File: src/hdl/uart_pkg.sv
package uart_pkg;

    // frame format: start, 8 data lsb first, even parity, stop
    localparam int DATA_BITS      = 8;
    localparam int CLOCKS_PER_BIT = 8;
    localparam int FRAME_BITS     = DATA_BITS + 3;  // start + data + parity + stop
    localparam int SYNC_STAGES    = 3;              // rx input synchronizer depth

    // counter widths
    localparam int BAUD_CNT_W = $clog2(CLOCKS_PER_BIT);
    localparam int BIT_CNT_W  = $clog2(FRAME_BITS);
    localparam int DATA_IDX_W = $clog2(DATA_BITS);

    // terminal counts
    localparam logic [BAUD_CNT_W-1:0] BAUD_LAST = BAUD_CNT_W'(CLOCKS_PER_BIT - 1);
    localparam logic [BAUD_CNT_W-1:0] HALF_BIT  = BAUD_CNT_W'(CLOCKS_PER_BIT / 2 - 1);
    localparam logic [BIT_CNT_W-1:0]  BIT_LAST  = BIT_CNT_W'(FRAME_BITS - 1);
    localparam logic [DATA_IDX_W-1:0] DATA_LAST = DATA_IDX_W'(DATA_BITS - 1);

    typedef logic [DATA_BITS-1:0] uart_byte_t;

    // receive result, meaningful only while valid is high
    typedef struct packed {
        uart_byte_t data;
        logic       parity_error;  // received parity differs from xor of data
        logic       frame_error;   // stop bit sampled low
    } rx_status_t;

endpackage

File: src/hdl/uart_rx.sv
`timescale 1ns/1ps

module uart_rx
    import uart_pkg::*;
(
    input  logic       clk,
    input  logic       reset,
    input  logic       i_serial_in,
    output logic       o_rx_valid,
    output rx_status_t o_rx_status
);

    enum logic [2:0] {
        ST_IDLE,
        ST_START,
        ST_DATA,
        ST_PARITY,
        ST_STOP
    } state_q;

    logic [SYNC_STAGES-1:0] sync_q;      // async input synchronizer
    logic                   line_prev_q; // for falling edge detect
    logic                   line;
    logic                   fall;
    logic [BAUD_CNT_W-1:0]  baud_cnt_q;
    logic [DATA_IDX_W-1:0]  bit_idx_q;
    logic                   sample;      // sampling point of current bit
    uart_byte_t             data_q;
    logic                   parity_q;
    logic                   valid_q;
    rx_status_t             status_q;

    always_ff @(posedge clk) begin
        if (reset) begin
            sync_q      <= '1;  // idle level, no false start after reset
            line_prev_q <= 1'b1;
        end else begin
            sync_q      <= {sync_q[SYNC_STAGES-2:0], i_serial_in};
            line_prev_q <= line;
        end
    end

    assign line = sync_q[SYNC_STAGES-1];
    assign fall = line_prev_q && !line;

    // start bit is checked half a bit in, the rest a full bit apart
    assign sample = (state_q == ST_START) ? (baud_cnt_q == HALF_BIT)
                                          : (baud_cnt_q == BAUD_LAST);

    always_ff @(posedge clk) begin
        if (reset) begin
            state_q    <= ST_IDLE;
            baud_cnt_q <= '0;
            bit_idx_q  <= '0;
            valid_q    <= 1'b0;
        end else begin
            valid_q <= 1'b0;  // single-cycle pulse
            if (state_q == ST_IDLE || sample) begin
                baud_cnt_q <= '0;
            end else begin
                baud_cnt_q <= baud_cnt_q + 1'b1;
            end
            case (state_q)
                ST_IDLE: begin
                    if (fall) begin
                        state_q <= ST_START;
                    end
                end
                ST_START: begin
                    if (sample) begin
                        bit_idx_q <= '0;
                        state_q   <= line ? ST_IDLE : ST_DATA;  // glitch goes back to idle
                    end
                end
                ST_DATA: begin
                    if (sample) begin
                        bit_idx_q <= bit_idx_q + 1'b1;
                        if (bit_idx_q == DATA_LAST) begin
                            state_q <= ST_PARITY;
                        end
                    end
                end
                ST_PARITY: begin
                    if (sample) begin
                        state_q <= ST_STOP;
                    end
                end
                ST_STOP: begin
                    if (sample) begin
                        valid_q <= 1'b1;
                        state_q <= ST_IDLE;  // ready for a back-to-back frame
                    end
                end
                default: state_q <= ST_IDLE;
            endcase
        end
    end

    // payload capture
    always_ff @(posedge clk) begin
        if (sample) begin
            case (state_q)
                ST_DATA:   data_q   <= {line, data_q[DATA_BITS-1:1]};  // lsb first
                ST_PARITY: parity_q <= line;
                ST_STOP: begin
                    status_q.data         <= data_q;
                    status_q.parity_error <= (^data_q) ^ parity_q;
                    status_q.frame_error  <= !line;
                end
                default: ;
            endcase
        end
    end

    assign o_rx_valid  = valid_q;
    assign o_rx_status = status_q;

    a_valid_pulse: assert property (
        @(posedge clk) disable iff (reset)
        o_rx_valid |=> !o_rx_valid
    ) else $error("uart_rx: valid held longer than one cycle");

    // a report only comes out of the stop bit check
    a_valid_from_stop: assert property (
        @(posedge clk) disable iff (reset)
        $rose(o_rx_valid) |-> $past(state_q == ST_STOP)
    ) else $error("uart_rx: valid raised outside stop state");

endmodule

File: src/hdl/uart_top.sv
`timescale 1ns/1ps

module uart_top
    import uart_pkg::*;
(
    input  logic       clk,
    input  logic       reset,
    // transmit side
    input  logic       i_enable,
    input  uart_byte_t i_data,
    output logic       o_busy,
    output logic       o_serial_out,
    // receive side
    input  logic       i_loopback,   // high routes tx line into rx
    input  logic       i_serial_in,  // external line, used when loopback is low
    output logic       o_rx_valid,
    output rx_status_t o_rx_status
);

    logic tx_line;
    logic rx_line;

    uart_tx uart_tx_i (
        .clk          (clk),
        .reset        (reset),
        .i_enable     (i_enable),
        .i_data       (i_data),
        .o_busy       (o_busy),
        .o_serial_out (tx_line)
    );

    // self-test path or external line
    assign rx_line      = i_loopback ? tx_line : i_serial_in;
    assign o_serial_out = tx_line;

    uart_rx uart_rx_i (
        .clk         (clk),
        .reset       (reset),
        .i_serial_in (rx_line),
        .o_rx_valid  (o_rx_valid),
        .o_rx_status (o_rx_status)
    );

endmodule

File: src/hdl/uart_tx.sv
`timescale 1ns/1ps

module uart_tx
    import uart_pkg::*;
(
    input  logic       clk,
    input  logic       reset,
    input  logic       i_enable,
    input  uart_byte_t i_data,
    output logic       o_busy,
    output logic       o_serial_out
);

    logic [FRAME_BITS-1:0] shift_q;     // whole frame, bit 0 is on the line
    logic [BAUD_CNT_W-1:0] baud_cnt_q;  // cycles within current bit
    logic [BIT_CNT_W-1:0]  bit_cnt_q;   // bits already sent in frame
    logic                  busy_q;
    logic                  start;
    logic                  bit_end;
    logic                  parity;

    assign start   = i_enable && !busy_q;      // enable ignored mid-frame
    assign bit_end = (baud_cnt_q == BAUD_LAST);
    assign parity  = ^i_data;                  // even parity over data

    // frame timing
    always_ff @(posedge clk) begin
        if (reset) begin
            busy_q     <= 1'b0;
            baud_cnt_q <= '0;
            bit_cnt_q  <= '0;
        end else if (start) begin
            busy_q     <= 1'b1;
            baud_cnt_q <= '0;
            bit_cnt_q  <= '0;
        end else if (busy_q) begin
            if (bit_end) begin
                baud_cnt_q <= '0;
                if (bit_cnt_q == BIT_LAST) begin
                    busy_q    <= 1'b0;  // stop bit done
                    bit_cnt_q <= '0;
                end else begin
                    bit_cnt_q <= bit_cnt_q + 1'b1;
                end
            end else begin
                baud_cnt_q <= baud_cnt_q + 1'b1;
            end
        end
    end

    // the shift register holds the line level too, so it comes up all ones
    always_ff @(posedge clk) begin
        if (reset) begin
            shift_q <= '1;
        end else if (start) begin
            shift_q <= {1'b1, parity, i_data, 1'b0};  // stop, parity, data, start
        end else if (busy_q && bit_end) begin
            shift_q <= {1'b1, shift_q[FRAME_BITS-1:1]};  // fill with idle level
        end
    end

    assign o_busy       = busy_q;
    assign o_serial_out = shift_q[0];

    // the line is at idle level whenever no frame is in flight
    a_idle_high: assert property (
        @(posedge clk) disable iff (reset)
        !o_busy |-> o_serial_out
    ) else $error("uart_tx: line low while not busy");

    // first cycle of a frame only ever follows an idle cycle
    a_no_restart: assert property (
        @(posedge clk) disable iff (reset)
        (o_busy && bit_cnt_q == '0 && baud_cnt_q == '0) |-> $past(!o_busy)
    ) else $error("uart_tx: frame restarted while busy");

endmodule

File: config.mk
export PLATFORM = sky130hd
export DESIGN_NAME = uart_top
export DESIGN_NICKNAME = d
export VERILOG_FILES = /design/src/hdl/uart_pkg.sv /design/src/hdl/uart_rx.sv /design/src/hdl/uart_top.sv /design/src/hdl/uart_tx.sv
export SDC_FILE = /design/constraint.sdc
export NUM_CORES = 1
export LEC_CHECK = 0
export BUFFER_PORTS_ARGS = -buffer_cell sky130_fd_sc_hd__buf_4
export CAP_MARGIN = 20
export CORE_MARGIN = 5
export CORE_UTILIZATION = 61
export CTS_CLUSTER_SIZE = 24
export DETAILED_ROUTE_END_ITERATION = 7
export GPL_ROUTABILITY_DRIVEN = 0
export GPL_TIMING_DRIVEN = 0
export PLACE_DENSITY_LB_ADDON = 0.25
export SYNTH_ARGS = -nofsm -noshare
export SYNTH_HDL_FRONTEND = slang
export SYNTH_SLANG_ARGS = --single-unit
File: constraint.sdc
create_clock -name clk -period 3.46 [get_ports clk]
set_clock_uncertainty 0.1 [all_clocks]
set_input_delay 0.692 -clock clk [delete_from_list [all_inputs] [get_ports clk]]
set_output_delay 0.692 -clock clk [all_outputs]
set_load 0.005 [all_outputs]
==> results.txt, run 1 <==
Flops & latches, synth = 51
Initial DRC Count = 125
Initial antenna violation count = 0
Synthesized area per cell = 10.4 sq um
Io pins = 26
Hold path endpoint = uart_rx_i.sync_q[2]
First-pass GRT wire length = 6.47 mm
Aggregate global-route resource usage = 16.5%
Sequential area share after synthesis = 55.8%
Crit Path Max Fanout = 11
Die Wd = 69.7 microns
Post-DP HPWL = 2.69 mm
Post-CTS setup repair buffer count = 0
Fraction of the cycle the final worst path needs = 54.6%
Count of pins over their slew limit = 0
Routed length per placed instance = 13.1 microns
Tightest Pin Transition = 768 ps
CTS Hold Bufs = 0
CTS root buffer = clkbuf_4
Gr busiest metal = met2
GR Layer Usage met1 = 18.6%
R2R setup slack = 1570 ps
Worst skew pair latency = 370 ps
Max-cap violations = 0
CP Launch Type = flop
Nature of the critical path endpoint = flop
Sum Neg Setup Slack = 0 ps
Area growth syn-to-layout = 16.1%
Die area = 0.00485 sq mm
Via count = 1549
R2r endpoint = uart_rx_i.bit_idx_q[2]
Via/cell ratio = 5.40
WP data required = 3670 ps
Core Region = 0.00339 sq mm
Clk slew on worst S/H paths = 140 ps
Hold Violations, Final = 0
Worst reg2reg path startpoint = uart_rx_i.state_q[1]
Height of the die = 69.7 microns
Fin crit period = 1890 ps
Library cells used by synthesis = 38
DRT Pass-1 Iters = 4
Synth warn = 0
Power Density = 473 mW/mm^2
Remaining antenna violation count after routing = 0
Vias in the first global route = 1458
Fmax = 0.529 GHz
I/O Buffers = 25
RSZ-0062 raised after global routing = no
Cell Rows = 21
Post-CTS resize count = 0
Nets = 258
Mapped cell area = 0.00217 sq mm
Crit path DAT = 2100 ps
Global Route met2 Usage = 28.6%
Pleak = 1.05 nW
Layout fillers = 258
Detailed-route DRC error count = 0
R2R depth = 5
Syn Nets = 226
Largest net degree at the start of global routing = 17
Peak VDD IR = 0.302 mV
CP Class = flop to flop
Total grt overflow = 0
HP Class = flop to flop
Run status = finished, final reports clean
Max H-tree Level = 2
Diode count = 0
Tot Pwr = 1.19 mW
CTS max path bufs = 2
# clock sinks = 51
Total wire length = 3.77 mm
Worst setup path startpoint = uart_rx_i.state_q[1]
Hold path startpoint = uart_rx_i.sync_q[1]
CTS tree = built
Final-report setup violation count = 0
Initial Util = 64.1%
Met3 Usage GRT = 5.65%
CTS Buf Count = 5
Layout cells sized above 1 = 19.9%
Relative slew margins = 48.5%
Worst Hold Depth = 1
Post-Synthesis Cells = 208
[critical path, stage by stage (launching register included)]
cell and delay (ps):
dfxtp_1 410, buf_2 240, nand3_1 150, nor3_2 610, a22oi_1 210, nor2_1 110
[placed cells by master (no fill, tap or decap), types with 4 or more instances in the layout]
cell type	count
a21oi_1	7
a22oi_1	4
and3_1	9
buf_2	5
buf_4	25
clkbuf_1	5
clkbuf_4	5
dfxtp_1	32
edfxtp_1	19
ha_1	5
mux2i_1	6
nand2_1	23
nand3_1	4
nor2_1	24
nor2b_1	4
nor3b_1	4
o21ai_0	12
xnor2_1	13
[synthesized netlist by cell type]
master	instances	area share (%)
a211o_1	1	0.40
dfxtp_1	32	29
nor3_1	3	0.69
a21boi_0	1	0.35
ha_1	5	2.9
a21o_1	1	0.35
nand2b_1	2	0.58
or3_1	1	0.29
and2_2	1	0.35
a21o_2	1	0.40
a21oi_1	7	1.6
nor2b_1	4	1.2
a22oi_1	4	1.4
buf_2	5	1.2
clkbuf_1	5	0.86
xor2_1	3	1.2
o21ai_1	1	0.23
nand3_1	4	0.92
and3_1	9	2.6
nor2_1	24	4.1
nand2_1	23	4.0
mux2i_1	6	2.8
o21ai_0	12	2.8
a22oi_4	1	0.98
inv_1	3	0.52
nand4b_1	1	0.40
or2b_1	1	0.35
and3_2	1	0.35
and3b_2	1	0.46
a22oi_2	1	0.58
a211oi_1	1	0.35
or2_2	2	0.58
nor3_2	1	0.46
mux2_4	1	0.69
and2_1	3	0.86
edfxtp_1	19	26
nor3b_1	4	1.4
xnor2_1	13	5.2
[per-stage QoR]
step / std cells / cell area, sq um / utilization (%) / setup WS, ps / hold WS, ps
global route: 287 / 2520 / 74.4 / 1340 / 347
detailed placement: 279 / 2420 / 71.3 / 1590 / 299
CTS: 287 / 2520 / 74.4 / 1550 / 330
global placement: 279 / 2420 / 71.3 / 1660 / 298
floorplan: 208 / 2170 / - / 1800 / 289
finish: 287 / 2520 / 74.4 / 1570 / 328
[worst max-delay path by stage]
stage | depth (start not counted) | to
6_report | 5 | uart_rx_i.bit_idx_q[2]
3_5_place_dp | 5 | uart_rx_i.bit_idx_q[2]
2_1_floorplan | 5 | uart_rx_i.state_q[0]
3_3_place_gp | 3 | uart_rx_i.data_q[0]
5_1_grt | 5 | uart_rx_i.bit_idx_q[2]
4_1_cts | 5 | uart_rx_i.bit_idx_q[2]
[final cells by class]
type	count	area, sq um	share of cell area (%)
Sequential cell	51	1210	48.0
Timing Repair Buffer	25	188	7.44
Tap cell	46	57.6	2.28
Buffer	10	43.8	1.74
Inverter	3	11.3	0.446
Clock inverter	3	67.6	2.68
Multi-Input combinational cell	144	906	35.9
Clock buffer	5	37.5	1.49
[where the power goes]
group	internal, mW	total, mW	switching (mW)
Combinational	0.0689	0.137	0.0681
Clock	0.225	0.411	0.186
Sequential	0.637	0.645	0.00802
[flip-flops by register name (all words and copies together) (netlist names)]
| register | cells |
|---|---|
| uart_rx_i.baud_cnt_q | 3 |
| uart_rx_i.bit_idx_q | 3 |
| uart_rx_i.data_q | 8 |
| uart_rx_i.line_prev_q | 1 |
| uart_rx_i.o_rx_status | 10 |
| uart_rx_i.o_rx_valid | 1 |
| uart_rx_i.parity_q | 1 |
| uart_rx_i.state_q | 3 |
| uart_rx_i.sync_q | 3 |
| uart_tx_i.baud_cnt_q | 3 |
| uart_tx_i.bit_cnt_q | 4 |
| uart_tx_i.o_busy | 1 |
| uart_tx_i.shift_q | 10 |
[layer usage]
metal	wire length (microns)	up-vias
met3	216	7
met1	1590	734
met5	0	-
li1	-	780
met2	1910	28
met4	57	0
[logic make-up after synthesis]
family / share of synthesized area, %
compound gates: 9.39
xor+xnor: 6.45
fa+ha+maj: 2.88
buf+inv: 2.53
flops: 55.8
mux: 3.46
simple gates: 19.5
Note: power is estimated with default switching activity, not from simulation.
==> inputs of run 2 (changes only) <==
- ABC_AREA: default -> 1
- CORE_UTILIZATION: 61 -> 57
- clock period: 3.46 -> 1.75 ns (I/O delays scaled with it)
==> results.txt, run 2 <==
Run status = finished, final reports clean (unchanged)
Library cells used by synthesis = 30 (was 38)
Dominant synthesized flop cell = dfxtp_1 (unchanged)
Largest net degree at the start of global routing = 16 (was 17)
Top-count cell post-synth = nand2_1 (was dfxtp_1)
Sum Neg Setup Slack = 0 ps (unchanged)
R2r endpoint = uart_rx_i.o_rx_status[7] (was uart_rx_i.bit_idx_q[2])
Mapped cell area = 0.00225 sq mm (was 0.00217 sq mm)
HP Class = input pin to flop (was flop to flop)
Crit Path Max Fanout = 10 (was 11)
# clock sinks = 51 (unchanged)
Synth cell count leaders = nand2_1 (71), inv_1 (41), dfxtp_1 (32) (was dfxtp_1 (32), nor2_1 (24), nand2_1 (23))
CTS tree = built (unchanged)
Clk slew on worst S/H paths = 90 ps (was 140 ps)
Cell Rows = 22 (was 21)
Io pins = 26 (unchanged)
Synth area leaders = dfxtp_1 (29%), edfxtp_1 (25%), nand2_1 (12%) (was dfxtp_1 (29%), edfxtp_1 (26%), xnor2_1 (5.2%))
I/O Buffers = 24 (was 25)
Fin crit period = 1740 ps (was 1890 ps)
Pleak = 1.19 nW (was 1.05 nW)
Finished Cell Area = 0.00258 sq mm (was 0.00252 sq mm)
Cell Area, Placed = 0.00249 sq mm (was 0.00242 sq mm)
Post-DP HPWL = 3.05 mm (was 2.69 mm)
Final-report setup violation count = 0 (unchanged)
Most frequent cells in the layout = nand2_1 (71), inv_1 (41), dfxtp_1 (31), buf_4 (24), edfxtp_1 (19) (was dfxtp_1 (32), buf_4 (25), nor2_1 (24), nand2_1 (23), edfxtp_1 (19))
Synthesized area per cell = 8.54 sq um (was 10.4 sq um)
CP Launch Type = flop (unchanged)
Nature of the critical path endpoint = flop (unchanged)
Fraction of registers with async set or reset after synthesis = 0% (unchanged)
Worst reg2reg path startpoint = uart_rx_i.state_q[1] (unchanged)
Max H-tree Level = 2 (unchanged)
Cell total after placement = 335 (was 279)
Post-synth top area share = 28.5% (was 29.5%)
CTS Buf Count = 5 (unchanged)
Via count = 1742 (was 1549)
Synth warn = 0 (unchanged)
Power Density = 875 mW/mm^2 (was 473 mW/mm^2)
Max-cap violations = 0 (unchanged)
Initial DRC Count = 151 (was 125)
Nets = 312 (was 258)
CTS root buffer = clkbuf_8 (was clkbuf_4)
Detailed-route DRC error count = 0 (unchanged)
Tightest Pin Transition = 494 ps (was 768 ps)
Worst setup path startpoint = uart_rx_i.state_q[1] (unchanged)
Flops & latches, synth = 51 (unchanged)
Post-CTS setup repair buffer count = 0 (unchanged)
Vias in the first global route = 1715 (was 1458)
Fmax = 0.576 GHz (was 0.529 GHz)
Worst-path cell chain = inv_1 > nand3_1 > nand2_1 > nand3_2 > nor2_2 (was buf_2 > nand3_1 > nor3_2 > a22oi_1 > nor2_1)
First-pass GRT wire length = 7.12 mm (was 6.47 mm)
Post-synth EDFFs = 19 (unchanged)
R2R depth = 5 (unchanged)
Aggregate global-route resource usage = 17.0% (was 16.5%)
Slowest CP cell = nor2_2 (was nor3_2)
RSZ-0062 raised after global routing = yes (was no)
Post-Synthesis Cells = 263 (was 208)
Core Region = 0.00374 sq mm (was 0.00339 sq mm)
Sequential area share after synthesis = 53.9% (was 55.8%)
Tot Pwr = 2.26 mW (was 1.19 mW)
Area growth syn-to-layout = 15.0% (was 16.1%)
Most common cell after layout, fill and taps aside = nand2_1 (was dfxtp_1)
Hold path startpoint = i_loopback (was uart_rx_i.sync_q[1])
Diode count = 0 (unchanged)
Initial antenna violation count = 0 (unchanged)
Worst skew pair latency = 300 ps (was 370 ps)
Layout cells sized above 1 = 15.6% (was 19.9%)
Hold path endpoint = uart_rx_i.sync_q[0] (was uart_rx_i.sync_q[2])
Initial Util = 60.0% (was 64.1%)
Total wire length = 4.00 mm (was 3.77 mm)
Die Wd = 72.8 microns (was 69.7 microns)
Syn Nets = 281 (was 226)
Fraction of the cycle the final worst path needs = 99.3% (was 54.6%)
DRT Pass-1 Iters = 4 (unchanged)
CTS max path bufs = 2 (unchanged)
Relative slew margins = 67.0% (was 48.5%)
Largest area contributor in the netlist = dfxtp_1 (unchanged)
CP Class = flop to flop (unchanged)
Count of pins over their slew limit = 0 (unchanged)
Total grt overflow = 0 (unchanged)
Peak VDD IR = 0.562 mV (was 0.302 mV)
CP peak stage delay = 430 ps (was 610 ps)
Worst Hold Depth = 2 (was 1)
R2R setup slack = 10 ps (was 1570 ps)
WP data required = 1600 ps (was 3670 ps)
Routed length per placed instance = 11.7 microns (was 13.1 microns)
Hold Violations, Final = 0 (unchanged)
Height of the die = 72.8 microns (was 69.7 microns)
Via/cell ratio = 5.08 (was 5.40)
Crit path DAT = 1580 ps (was 2100 ps)
Remaining antenna violation count after routing = 0 (unchanged)
Layout fillers = 325 (was 258)
CTS Hold Bufs = 0 (unchanged)
Finished Layout Cells = 343 (was 287)
Die area = 0.00530 sq mm (was 0.00485 sq mm)
[run 2: changes by cell type in the layout (fill, tap and decap cells not counted), sizes merged, moves of 7 or more]
cell,before,now
and3,10,0
inv,3,43
nand2,23,73
nand3,4,12
xnor2,13,6
[run 2: where the power goes]
group          switching, mW  total, mW  internal [mW]
combinational          0.204      0.319          0.116
clock                  0.365      0.640          0.276
sequential            0.0325       1.30           1.27
[run 2: kinds of logic after synthesis]
family	share of synthesized area [%]
buf+inv	7.96
fa+ha+maj	2.78
compound gates	9.35
xor+xnor	3.12
simple gates	22.9
flops	53.9
[run 2: metrics by stage]
| stage | hold WS, ps | util (%) | setup slack (ps) |
|---|---|---|---|
| 3_5_place_dp | 294 | 66.4 | -214 |
| 3_3_place_gp | 293 | 66.4 | -204 |
| 2_1_floorplan | 289 | - | 88.2 |
| 5_1_grt | 145 | 69.0 | -161 |
| 4_1_cts | 123 | 68.6 | -196 |
| 6_report | 135 | 69.0 | 12.7 |
[run 2: worst max path at each step]
stage | end | slack [ps] | cells after the start
floorplan | uart_rx_i.data_q[0] | 90 | 5
global placement | uart_rx_i.data_q[4] | -200 | 5
detailed placement | uart_rx_i.data_q[4] | -210 | 5
CTS | uart_rx_i.data_q[4] | -200 | 5
global route | uart_rx_i.o_rx_status[7] | -160 | 5
finish | uart_rx_i.o_rx_status[7] | 10 | 5
[run 2: routing by layer]
| layer | GRT usage [%] | vias up | part of all wire [%] |
|---|---|---|---|
| met5 | 0 | - | 0 |
| met2 | 30.2 | 26 | 50 |
| met3 | 4.96 | 6 | 4.4 |
| li1 | - | 908 | - |
| met4 | 5.74 | 0 | 1.5 |
| met1 | 19.6 | 802 | 44 |
[run 2: worst max-delay path: cells and delay by family, from the launching register on]
kind | cells | cell delay [ps]
and+or+nand+nor | 4 | 790
buffers and inverters | 1 | 140
DFF | 1 | 350
[run 2: timing repair]
action / CTS / global route
resized for setup: 0 / 7
pin swaps: 0 / 0
setup endpoints to repair: 21 / 23
[run 2: layout make-up]
class / instances / area, sq um / area share (%)
flip-flops and latches: 51 / 1210 / 46.9
multi-input cells: 166 / 868 / 33.6
repair buffers: 24 / 180 / 6.97
inverters: 43 / 169 / 6.54
clock buffers: 6 / 72.6 / 2.81
well taps: 48 / 60.1 / 2.32
plain buffers: 3 / 12.5 / 0.484
clock inverters: 2 / 8.76 / 0.339
==> inputs of run 3 (changes only) <==
- BUFFER_PORTS_ARGS: -buffer_cell sky130_fd_sc_hd__buf_4 -> default
- CELL_PAD_IN_SITES_DETAIL_PLACEMENT: default -> 1
- CELL_PAD_IN_SITES_GLOBAL_PLACEMENT: default -> 2
- CORE_UTILIZATION: 57 -> 37
- DONT_BUFFER_PORTS: default -> 1
==> results.txt, run 3 (synthesized netlist as in run 2, its figures left out) <==
Worst Path Buf+Inv = 2 (was 1)
Total grt overflow = 0 (unchanged)
Clk slew on worst S/H paths = 100 ps (was 90 ps)
CP peak stage delay = 350 ps (was 430 ps)
Combinational share of power = 12.8% (was 14.1%)
NetSw = 0.649 mW (was 0.601 mW)
Tot Pwr = 2.30 mW (was 2.26 mW)
Cell Rows = 28 (was 22)
Sum Neg Setup Slack = 0 ps (unchanged)
DRT Pass-1 Iters = 4 (unchanged)
Worst path depth = 6 (was 5)
Pleak = 1.10 nW (was 1.19 nW)
Final setup margin = 135 ps (was 12.7 ps)
CP Launch Type = flop (unchanged)
Cell Area, Placed = 0.00234 sq mm (was 0.00249 sq mm)
CP Class = flop to flop (unchanged)
Area growth syn-to-layout = 12.4% (was 15.0%)
Aggregate global-route resource usage = 12.6% (was 17.0%)
First-pass GRT wire length = 7.60 mm (was 7.12 mm)
WP data required = 1680 ps (was 1600 ps)
Crit Path Max Fanout = 6 (was 10)
Post-DP HPWL = 3.35 mm (was 3.05 mm)
Hold Violations, Final = 0 (unchanged)
Most frequent cells in the layout = nand2_1 (71), inv_1 (40), dfxtp_1 (31), edfxtp_1 (19), nor2_1 (18) (was nand2_1 (71), inv_1 (41), dfxtp_1 (31), buf_4 (24), edfxtp_1 (19))
I/O Buffers = 0 (was 24)
CTS max path bufs = 2 (unchanged)
R2R depth = 6 (was 5)
Via count = 1663 (was 1742)
Crit path DAT = 1550 ps (was 1580 ps)
Max-cap violations = 0 (unchanged)
Power Density = 913 mW/mm^2 (was 875 mW/mm^2)
Io pins = 26 (unchanged)
Detailed-route DRC error count = 0 (unchanged)
CTS root buffer = clkbuf_8 (unchanged)
Final cell utilization of the core = 42.6% (was 69.0%)
Top Metal Used = met4 (unchanged)
# clock sinks = 51 (unchanged)
Nets = 295 (was 312)
Final-report setup violation count = 0 (unchanged)
Sw Share = 28.2% (was 26.6%)
CTS tree = built (unchanged)
Cell total after placement = 338 (was 335)
Slowest CP cell = dfxtp_1 (was nor2_2)
Die area = 0.00773 sq mm (was 0.00530 sq mm)
Register share of total power = 56.5% (was 57.6%)
Fin crit period = 1610 ps (was 1740 ps)
Fmax = 0.619 GHz (was 0.576 GHz)
Via/cell ratio = 4.71 (was 5.08)
Routed length per placed instance = 12.8 microns (was 11.7 microns)
Diode count = 0 (unchanged)
Initial DRC Count = 40 (was 151)
Metal3 WL = 180 microns (was 176 microns)
Layout cells sized above 1 = 11.2% (was 15.6%)
Remaining antenna violation count after routing = 0 (unchanged)
Largest net degree at the start of global routing = 18 (was 16)
Layout fillers = 721 (was 325)
Die Wd = 87.9 microns (was 72.8 microns)
Pre-CTS setup slack = -278 ps (was -214 ps)
Peak VDD IR = 0.406 mV (was 0.562 mV)
Met1 WL = 2.11 mm (was 1.75 mm)
CTS Buf Count = 5 (unchanged)
Tightest Pin Transition = 484 ps (was 494 ps)
Max H-tree Level = 2 (unchanged)
Most common cell after layout, fill and taps aside = nand2_1 (unchanged)
Relative slew margins = 67.7% (was 67.0%)
HP Class = input pin to flop (unchanged)
Total wire length = 4.53 mm (was 4.00 mm)
Run status = finished, final reports clean (unchanged)
DR WL met2 = 2.17 mm (was 2.01 mm)
Vias in the first global route = 1657 (was 1715)
Hold WS = 38.9 ps (was 135 ps)
Fraction of the cycle the final worst path needs = 92.3% (was 99.3%)
FF/Latch Area = 0.00121 sq mm (unchanged)
Internal power = 1.66 mW (about the same)
Count of pins over their slew limit = 0 (unchanged)
Height of the die = 87.9 microns (was 72.8 microns)
Finished Cell Area = 0.00252 sq mm (was 0.00258 sq mm)
Initial Util = 38.0% (was 60.0%)
Finished Layout Cells = 353 (was 343)
Core Region = 0.00592 sq mm (was 0.00374 sq mm)
Family with the most delay on the worst path = simple AND/OR/NAND/NOR gates (unchanged)
CTS Hold Bufs = 0 (unchanged)
Worst-path cell chain = inv_1 > nand3_1 > nand2_1 > nand3_2 > nor2_4 > buf_4 (was inv_1 > nand3_1 > nand2_1 > nand3_2 > nor2_2)
Clock Power Share = 30.7% (was 28.3%)
Initial antenna violation count = 0 (unchanged)
Worst Hold Depth = 1 (was 2)
Area used by multi-input combinational logic = 875 sq um (was 868 sq um)
Worst skew pair latency = 310 ps (was 300 ps)
Nature of the critical path endpoint = flop (unchanged)
[run 3: path summary, 6_finish.rpt]
kind | startpoint | to | slack, ps
worst min register to register | uart_rx_i.sync_q[0] | uart_rx_i.sync_q[1] | 320
worst max register to register | uart_rx_i.state_q[1] | uart_rx_i.data_q[3] | 140
worst min-delay path | i_loopback | uart_rx_i.sync_q[0] | 40
worst max-delay path | uart_rx_i.state_q[1] | uart_rx_i.data_q[3] | 140
[run 3: layout make-up]
class,instances,share of cell area [%]
clock buffer,5,2.73
timing repair buffer,7,2.58
buffer,3,0.496
sequential,51,48.0
inverter,43,6.84
clock inverter,3,0.991
multi-input combinational,166,34.6
tap,75,3.72
[run 3: power by group through the flow]
stage / combinational [mW] / sequential [mW] / clock (mW)
2_1_floorplan: 0.231 / 1.32 / 0
3_3_place_gp: 0.286 / 1.33 / 0
3_5_place_dp: 0.291 / 1.33 / 0
4_1_cts: 0.293 / 1.30 / 0.745
5_1_grt: 0.350 / 1.31 / 0.795
6_report: 0.295 / 1.30 / 0.707
[run 3: per-layer routing]
layer / global-route usage [%] / vias to the layer above
li1: - / 868
met1: 14.9 / 769
met2: 21.1 / 21
met3: 4.23 / 5
met4: 5.02 / 0
met5: 0 / -
[run 3: repair_timing]
action / CTS / global route
endpoints found under the setup margin: 21 / 25
buffers inserted: 0 / 7
resized for setup: 2 / 7
pin swaps: 0 / 3
